## src/verilog/sid_voice_pkg.sv

```systemverilog
package sid_voice_pkg;

  // Architectural widths
  localparam int PHASE_W   = 24;
  localparam int FREQ_W    = 16;
  localparam int SAMPLE_W  = 12;
  localparam int LEVEL_W   = 8;
  localparam int AMP_W     = 8;
  localparam int REG_W     = 8;
  localparam int LFSR_W    = 23;
  localparam int PRODUCT_W = 20;

  typedef logic [PHASE_W-1:0]  phase_t;
  typedef logic [FREQ_W-1:0]   freq_t;
  typedef logic [SAMPLE_W-1:0] sample_t;
  typedef logic [SAMPLE_W-1:0] pulse_width_t;
  typedef logic [AMP_W-1:0]    amplitude_t;
  typedef logic [LEVEL_W-1:0]  level_t;
  typedef logic [REG_W-1:0]    reg8_t;
  typedef logic [LFSR_W-1:0]   lfsr_t;

  // Control register bit positions
  localparam int CTRL_NOISE = 7;
  localparam int CTRL_PULSE = 6;
  localparam int CTRL_SAW   = 5;
  localparam int CTRL_TRI   = 4;
  localparam int CTRL_TEST  = 3;
  localparam int CTRL_RING  = 2;
  localparam int CTRL_SYNC  = 1;

  // Accumulator bit that clocks the noise register
  localparam int NOISE_TAP_BIT = 19;

  // One-hot waveform codes from control bits 7..4
  typedef enum logic [3:0] {
    SEL_TRIANGLE = 4'b0001,
    SEL_SAWTOOTH = 4'b0010,
    SEL_PULSE    = 4'b0100,
    SEL_NOISE    = 4'b1000
  } wave_sel_t;

  // Noise register comes out of reset all ones
  localparam lfsr_t LFSR_SEED = '1;

endpackage

```

## src/verilog/noise_lfsr.sv

```systemverilog
`timescale 1ns/10ps

module noise_lfsr
  import sid_voice_pkg::*;
(
  input  logic    clock,
  input  logic    reset,
  input  phase_t  phase,
  input  logic    test,
  output sample_t noise
);

  lfsr_t   shift_reg;
  logic    tap_prev;
  logic    step;
  logic    feedback;
  sample_t sample;

  assign step = phase[NOISE_TAP_BIT] && !tap_prev;

  // Test bit forces ones into the feedback path
  assign feedback = (shift_reg[22] | test) ^ shift_reg[17];

  always_ff @(posedge clock)
  begin
    if (reset)
    begin
      tap_prev  <= 1'b0;
      shift_reg <= LFSR_SEED;
      sample    <= '0;
    end
    else
    begin
      tap_prev <= phase[NOISE_TAP_BIT];
      if (step)
      begin
        shift_reg <= {shift_reg[LFSR_W-2:0], feedback};
      end
      // Eight scattered taps, low nibble zero
      sample <= {shift_reg[21], shift_reg[19], shift_reg[15], shift_reg[12],
                 shift_reg[10], shift_reg[6], shift_reg[3], shift_reg[1],
                 4'b0000};
    end
  end

  assign noise = sample;

endmodule

```

## src/verilog/output_stage.sv

```systemverilog
`timescale 1ns/10ps

module output_stage
  import sid_voice_pkg::*;
(
  input  logic       clock,
  input  logic       reset,
  input  wave_sel_t  wave_select,
  input  sample_t    triangle,
  input  sample_t    sawtooth,
  input  sample_t    pulse,
  input  sample_t    noise,
  input  amplitude_t amplitude,
  output level_t     osc_out,
  output sample_t    signal_out
);

  sample_t              selected;
  logic [PRODUCT_W-1:0] product;

  // Only single waveforms are supported, mixes give silence
  always_comb
  begin
    case (wave_select)
      SEL_TRIANGLE:
      begin
        selected = triangle;
      end
      SEL_SAWTOOTH:
      begin
        selected = sawtooth;
      end
      SEL_PULSE:
      begin
        selected = pulse;
      end
      SEL_NOISE:
      begin
        selected = noise;
      end
      default:
      begin
        selected = '0;
      end
    endcase
  end

  assign osc_out = selected[SAMPLE_W-1 -: LEVEL_W];

  // Amplifier, one cycle behind the selector
  always_ff @(posedge clock)
  begin
    if (reset)
    begin
      product <= '0;
    end
    else
    begin
      product <= selected * amplitude;
    end
  end

  assign signal_out = product[PRODUCT_W-1 -: SAMPLE_W];

endmodule

```

## src/verilog/phase_accumulator.sv

```systemverilog
`timescale 1ns/10ps

module phase_accumulator
  import sid_voice_pkg::*;
(
  input  logic   clock,
  input  logic   reset,
  input  freq_t  frequency,
  input  logic   test,
  input  logic   sync_enable,
  input  logic   sync_source,
  output phase_t phase
);

  phase_t accumulator;
  logic   sync_source_prev;
  logic   sync_edge;
  logic   clear;

  // Neighbour MSB going from high to low
  assign sync_edge = sync_enable && !sync_source && sync_source_prev;

  assign clear = test || sync_edge;

  always_ff @(posedge clock)
  begin
    if (reset)
    begin
      sync_source_prev <= 1'b0;
    end
    else
    begin
      sync_source_prev <= sync_source;
    end
  end

  always_ff @(posedge clock)
  begin
    if (reset)
    begin
      accumulator <= '0;
    end
    else if (clear)
    begin
      accumulator <= '0;
    end
    else
    begin
      // Wraps modulo 2^24
      accumulator <= accumulator + phase_t'(frequency);
    end
  end

  assign phase = accumulator;

endmodule

```

## src/verilog/sid_voice.sv

```systemverilog
`timescale 1ns/10ps

module sid_voice
  import sid_voice_pkg::*;
(
  input  logic       clock,
  input  logic       reset,
  input  reg8_t      freq_lo,
  input  reg8_t      freq_hi,
  input  reg8_t      pw_lo,
  input  logic [3:0] pw_hi,
  input  reg8_t      control,
  input  amplitude_t amplitude,
  input  logic       osc_msb_in,
  output logic       osc_msb_out,
  output sample_t    signal_out,
  output level_t     osc_out
);

  freq_t        frequency;
  pulse_width_t pulse_width;
  wave_sel_t    wave_select;
  logic         test;
  logic         ring_enable;
  logic         sync_enable;

  phase_t  phase;
  sample_t noise;
  sample_t triangle;
  sample_t sawtooth;
  sample_t pulse;

  assign frequency   = {freq_hi, freq_lo};
  assign pulse_width = {pw_hi, pw_lo};

  // Gate bit 0 has no envelope to drive here
  assign test        = control[CTRL_TEST];
  assign ring_enable = control[CTRL_RING];
  assign sync_enable = control[CTRL_SYNC];
  assign wave_select = wave_sel_t'({control[CTRL_NOISE], control[CTRL_PULSE],
                                    control[CTRL_SAW], control[CTRL_TRI]});

  assign osc_msb_out = phase[PHASE_W-1];

  phase_accumulator oscillator (
    .clock       (clock),
    .reset       (reset),
    .frequency   (frequency),
    .test        (test),
    .sync_enable (sync_enable),
    .sync_source (osc_msb_in),
    .phase       (phase)
  );

  noise_lfsr noise_gen (
    .clock (clock),
    .reset (reset),
    .phase (phase),
    .test  (test),
    .noise (noise)
  );

  waveform_generator waves (
    .clock       (clock),
    .reset       (reset),
    .phase       (phase),
    .ring_enable (ring_enable),
    .ring_source (osc_msb_in),
    .pulse_width (pulse_width),
    .test        (test),
    .triangle    (triangle),
    .sawtooth    (sawtooth),
    .pulse       (pulse)
  );

  output_stage dca (
    .clock       (clock),
    .reset       (reset),
    .wave_select (wave_select),
    .triangle    (triangle),
    .sawtooth    (sawtooth),
    .pulse       (pulse),
    .noise       (noise),
    .amplitude   (amplitude),
    .osc_out     (osc_out),
    .signal_out  (signal_out)
  );

endmodule

```

## src/verilog/waveform_generator.sv

```systemverilog
`timescale 1ns/10ps

module waveform_generator
  import sid_voice_pkg::*;
(
  input  logic         clock,
  input  logic         reset,
  input  phase_t       phase,
  input  logic         ring_enable,
  input  logic         ring_source,
  input  pulse_width_t pulse_width,
  input  logic         test,
  output sample_t      triangle,
  output sample_t      sawtooth,
  output sample_t      pulse
);

  sample_t saw_next;
  sample_t tri_next;
  sample_t pulse_next;
  logic    fold;

  sample_t tri_reg;
  sample_t saw_reg;
  sample_t pulse_reg;

  assign saw_next = phase[PHASE_W-1 -: SAMPLE_W];

  // Ring modulation flips the fold with the neighbour's MSB
  assign fold = phase[PHASE_W-1] ^ (ring_enable & ring_source);

  assign tri_next = {phase[PHASE_W-2 -: SAMPLE_W-1] ^ {(SAMPLE_W-1){fold}}, 1'b0};

  always_comb
  begin
    if (test || (saw_next >= pulse_width))
    begin
      pulse_next = '1;
    end
    else
    begin
      pulse_next = '0;
    end
  end

  always_ff @(posedge clock)
  begin
    if (reset)
    begin
      tri_reg   <= '0;
      saw_reg   <= '0;
      pulse_reg <= '0;
    end
    else
    begin
      tri_reg   <= tri_next;
      saw_reg   <= saw_next;
      pulse_reg <= pulse_next;
    end
  end

  assign triangle = tri_reg;
  assign sawtooth = saw_reg;
  assign pulse    = pulse_reg;

endmodule
```

## config.mk

```make
export PLATFORM = sky130hd
export DESIGN_NAME = sid_voice
export DESIGN_NICKNAME = d
export VERILOG_FILES = /design/src/verilog/sid_voice_pkg.sv /design/src/verilog/noise_lfsr.sv /design/src/verilog/output_stage.sv /design/src/verilog/phase_accumulator.sv /design/src/verilog/sid_voice.sv /design/src/verilog/waveform_generator.sv
export SDC_FILE = /design/constraint.sdc
export NUM_CORES = 1
export LEC_CHECK = 0
export ABC_AREA = 1
export BUFFER_PORTS_ARGS = -buffer_cell sky130_fd_sc_hd__buf_2
export CAP_MARGIN = 0
export CELL_PAD_IN_SITES_DETAIL_PLACEMENT = 1
export CELL_PAD_IN_SITES_GLOBAL_PLACEMENT = 1
export CORE_UTILIZATION = 23
export CTS_BUF_LIST = sky130_fd_sc_hd__clkbuf_4
export DETAILED_ROUTE_END_ITERATION = 6
export PLACE_DENSITY = 0.56
export SETUP_SLACK_MARGIN = 0.1
export SYNTH_ARGS = -nofsm -noshare
export SYNTH_HDL_FRONTEND = slang
export SYNTH_SLANG_ARGS = --single-unit
```

## constraint.sdc

```tcl
create_clock -name clock -period 5.2 [get_ports clock]
set_input_delay 0.26 -clock clock [delete_from_list [all_inputs] [get_ports clock]]
set_output_delay 0.26 -clock clock [all_outputs]
set_load 0.005 [all_outputs]
```

## After elaboration in Yosys (flattened, before gate mapping)

Index checks and enable logic that the tools add are counted.

- Add/sub/neg operators: 1
- Multiply operators: 1
- $lt $le $gt $ge: 1
- Equal/unequal tests: 4
- Mux-type cells: 2
- Bitwise logic cells: 5
- Reduce and logical (&&, ||, !) cells: 8

Operator list:

| kind | number |
|---|---|
| case mux 12 bit (4 select lines) | 1 |
| adder 24 x 16 -> 24 bit | 1 |
| multiplier 12 x 8 -> 20 bit | 1 |
| greater-or-equal comparator 12 bit | 1 |
| two-way mux 12 bit | 1 |
| XOR 11 bit | 1 |
| equality test 4 x 1 -> 1 bit (second input constant) | 1 |
| equality test 4 x 2 -> 1 bit (second input constant) | 1 |
| equality test 4 x 3 -> 1 bit (second input constant) | 1 |
| equality test 4 bit (second input constant) | 1 |
| logical AND 1 bit | 3 |
| zero test 1 bit | 2 |
| logical OR 1 bit | 2 |
| OR reduction 2 bit | 1 |
| XOR 1 bit | 2 |
| bitwise AND 1 bit | 1 |
| OR 1 bit | 1 |

- Register bits: 117
- Input port bits: 47
- Output and inout port bits: 21
- Logic and storage cells: 33

## Logic depth before layout (Yosys ltp)

- Depth after elaboration: 5
- Depth in mapped cells: 27
- Gate-level depth less buffers: 27

## By module

From an unflattened synthesis, not the netlist that was laid out.

- Cells, all modules: 1163
- Area, all modules: 8074.0 um2

Modules (own cells, without submodules):

| module | instances | cells each | area an instance (um2) | seq. area each (um2) |
|---|---|---|---|---|
| output_stage | 1 | 524 | 3647.2 | 240.2 |
| phase_accumulator | 1 | 345 | 2039.5 | 500.5 |
| waveform_generator | 1 | 163 | 1199.9 | 480.5 |
| noise_lfsr | 1 | 131 | 1187.4 | 640.6 |

## Worst setup path before layout

Ideal clock, no wire load.

- Path type: input-to-reg
- From: input port control[5]
- To: register dca.product[19]
- Library setup time: 0.115 ns
- Data arrival time: 4.523 ns
- Data required time: 5.085 ns
- Setup slack: 0.562 ns
- Cell stages on the path: 24
- Buffers on the path: 0
- Cells stage by stage: inv_1 -> nor2_2 -> nand2_1 -> clkinv_1 -> a22o_1 -> nor2_2 -> nor2_1 -> fa_1 -> inv_1 -> fa_1 -> inv_1 -> fa_1 -> inv_1 -> fa_1 -> inv_1 -> ha_1 -> a21oi_1 -> inv_1 -> a31oi_1 -> nor2_1 -> a211oi_1 -> nand3_2 -> nand2_1 -> nor2_1

- Longest elaborated chain between the ends: 3
- Elaborated cells between the ends (all ways): 6

RTL lines:

| element | line | text |
|---|---|---|
| start: declaration | sid_voice.sv:12 | `input reg8_t control,` |
| equality test 4 bit, or another cell as far along | output_stage.sv:24 | `case (wave_select)` |
| case mux 12 bit (4 select lines) (*) | output_stage.sv:24 |  |
| multiplier 12 x 8 -> 20 bit (*) | output_stage.sv:59 | `product <= selected * amplitude;` |
| end signal: assignment | output_stage.sv:59 |  |
| end: declaration | output_stage.sv:19 | `logic [PRODUCT_W-1:0] product;` |

Mark *: on every way between the ends. The rest lies on a longest branch, timed or not.
A chain may end at the register's enable or synchronous reset.

## Worst setup path after layout

- From: register waves.pulse_reg[10] (netlist: waves.pulse[10])
- To: register dca.product[16]

- Longest elaborated chain between the ends: 2

RTL lines:

| element | line | text |
|---|---|---|
| start: declaration | waveform_generator.sv:25 | `sample_t pulse_reg;` |
| start signal: assignment | waveform_generator.sv:58 | `pulse_reg <= pulse_next;` |
| case mux 12 bit (4 select lines) | output_stage.sv:24 |  |
| multiplier 12 x 8 -> 20 bit | output_stage.sv:59 |  |

No other way between the ends.

==> out/qor.txt <==
DRC Markers = 0
Num CTS Buffers = 9
Synth Area in Compound Gates = 0.144
Synthesis Warnings = 0
Die H = 178 µm
CTS sink cnt = 92
Met2 usage = 0.238
IO Pins = 68
Die width = 178 µm
Critical Path Start = waves.pulse[10]
Nets@finish = 1228
Post-CTS Setup Inserts = 0
Period utilization = 0.922
CORE AREA = 30600 µm²
Max cap viols = 0
Worst Path Arrival = 5.19 ns
Power, Total = 1.50 mW
Synth top area share = 0.257
Post-synth EDFFs = 0
Vias in the first global route = 6791
Root Driver = clkbuf_4
Crit-path max cell delay = 0.56 ns
GPL Wtd Cong = 0.813
CP endpoint kind = flop
Leak = 4.50 nW
Mapped Nets = 1127
Worst Max-Slew Pin Slew = 0.705 ns
Number of antenna-violating nets in the routed design = 0
CP max FO = 10
Initial antenna violation count = 4
Share of cells above drive strength 1 = 0.134
Netlist Area Pre-Place = 7160 µm²
Asr flop ratio synth = 0
Synth Flop Type = dfxtp_1
Clock skew = 0.0355 ns
Worst Setup Path Type = flop to flop
Die area = 31800 µm²
Tot GR Track Use = 0.141
Placed cells = 1440
Area Growth Syn to Fin = 16.9%
Vias per cell = 4.33
CTS H-Tree Depth = 3
Starting Density = 0.234
Crit-path slowest cell = fa_1
Port bufs = 66
Largest net degree at the start of global routing = 42
Proportion of synthesized area in mux cells = 0
Seq/Total Area, Yosys = 0.257
TNS Setup = 0 ns
CP top delay family = adder cells
Routed vias = 6315
Slew HR = 0.529
Non-filler instance count after layout = 1460
CTS tree = done
Wire per inst = 14.0 µm
Max clock buf depth = 2
Min-delay src = freq_lo[0]
VDD IR max = 0.107 mV
Power Density = 179 nW/µm²
Final Max Slew Viols = 0
Ranking of synthesized cells by area = dfxtp_1 (26%), fa_1 (17%), ha_1 (11%), inv_1 (10%), nand2_1 (8.5%)
WP data required = 5.59 ns
Skew-Pair Late Insertion Delay = 0.51 ns
GRT overflow = 0
Drt pass-1 iters = 4
Max reg flops = 24
Hold Crit Class = input port to flop
Clock transition at the registers of the reported paths = 0.16 ns
RSZ-0062 raised after global routing = false
XOR/XNOR Fraction of Synth Area = 0.00367
Period minus WS final = 4.80 ns
GR Layer Usage met3 = 0.0196
Crit path launch type = flop
1st-iter DRT viols = 192
Row cnt = 64
Fmax = 209 MHz
Drt total wl = 20400 µm
Crit path buf inv count = 5
Reg2reg start = waves.pulse[10]
Cells after Synth = 955
Most used routing layer = met2
Met1 Track Usage GR = 0.185
DPL Wire Length = 17000 µm
Count of cell types in the netlist = 39
Setup violators final = 0
First-pass GRT wire length = 34600 µm
Avg Cell Area, Syn = 7.50 µm²
Outcome = finished, final reports clean
Area leader, netlist = dfxtp_1
Hold slack = 0.0898 ns
Post-Synth Adder-Cell Area = 0.281
CP cell instances = nand3_4 -> nand4_1 -> inv_1 -> buf_4 -> nor2_1 -> fa_1 -> fa_1 -> fa_1 -> inv_1 -> fa_1 -> inv_1 -> ha_1 -> a21oi_1 -> inv_1 -> a31oi_1 -> o21ai_0 -> a31oi_1 -> nand3_1 -> nand2_1 -> nor2_1
Hold Violations, Final = 0
Area share of and/or/nand/nor cells after synthesis = 0.202
Largest family of logic cells by synthesized area = adder cells
Flops & latches, synth = 92
## final timing paths
kind / end / slack, ns / cells after the start
max: dca.product[16] / 0.40 / 20
min: oscillator.phase[0] / 0.09 / 4
max reg2reg: dca.product[16] / 0.40 / 20
min reg2reg: noise_gen.noise[4] / 0.43 / 2
## synth_stat cells, types with 2 or more instances
master / count
fa_1: 60
clkinv_1: 2
o21bai_1: 2
o21ai_1: 2
a21o_1: 5
and2_1: 2
nor3_1: 11
o21ai_0: 53
inv_1: 191
ha_1: 65
nand2_2: 6
xor2_1: 3
dfxtp_1: 92
nand4_1: 7
a22o_1: 5
nand3_4: 2
nor2_1: 124
o211ai_1: 18
a221o_1: 2
o21a_1: 3
nor2_2: 6
a31oi_1: 8
nand3_1: 19
nand2_1: 163
a21oi_1: 75
clkbuf_1: 15
nand3_2: 2
## where the power goes
part | switching, mW | internal [mW]
clock | 0.293 | 0.153
combinational | 0.199 | 0.117
sequential | 0.00907 | 0.730
## tightest hold or removal path: stages
cell    delay, ns
buf_2        0.08
ha_1         0.12
inv_1        0.03
nor2_1       0.08
## per-layer routing
| layer | share of wire | up-vias |
|---|---|---|
| met5 | 0.00039 | - |
| met4 | 0.012 | 2 |
| met3 | 0.037 | 15 |
| met2 | 0.47 | 78 |
| met1 | 0.48 | 3003 |
| li1 | - | 3217 |
## metrics by stage
step | setup WS (ns) | util | area (µm²)
3_5_place_dp | 0.0205 | 0.268 | 8210
6_report | 0.405 | 0.274 | 8370
2_1_floorplan | 0.562 | - | 7160
5_1_grt | 0.108 | 0.274 | 8370
3_3_place_gp | 0.0501 | 0.268 | 8210
4_1_cts | 0.317 | 0.273 | 8370
## logic make-up after synthesis
family / after synthesis
buf+inv: 210
fa+ha+maj: 125
flops: 92
compound gates: 180
simple gates: 345
xor+xnor: 3
## final cells by class
class / instances / area, µm²
clock inverters: 7 / 78.8
fillers: 3805 / 22200
inverters: 194 / 728
multi-input cells: 653 / 4520
diodes: 3 / 7.51
clock buffers: 9 / 67.6
well taps: 396 / 495
repair buffers: 106 / 633
flip-flops and latches: 92 / 1840
## timing repair
| item | in CTS | in global routing |
|---|---|---|
| setup endpoints to repair | 0 | 1 |
| hold buffers | 1 | 0 |
| endpoints found under the hold margin | 1 | 0 |
| resized for setup | 0 | 2 |
## cell usage in the layout (no fill, tap or decap), types with 6 or more instances in the layout
| cell type | n |
|---|---|
| inv_1 | 190 |
| nand2_1 | 163 |
| nor2_1 | 124 |
| dfxtp_1 | 92 |
| a21oi_1 | 75 |
| buf_2 | 66 |
| ha_1 | 65 |
| fa_1 | 60 |
| o21ai_0 | 53 |
| buf_4 | 39 |
| nand3_1 | 19 |
| o211ai_1 | 18 |
| nor3_1 | 11 |
| clkbuf_4 | 9 |
| a31oi_1 | 8 |
| nand4_1 | 7 |
| nor2_2 | 6 |
| nand2_2 | 6 |
No activity file was read; power rests on OpenSTA's default activity.
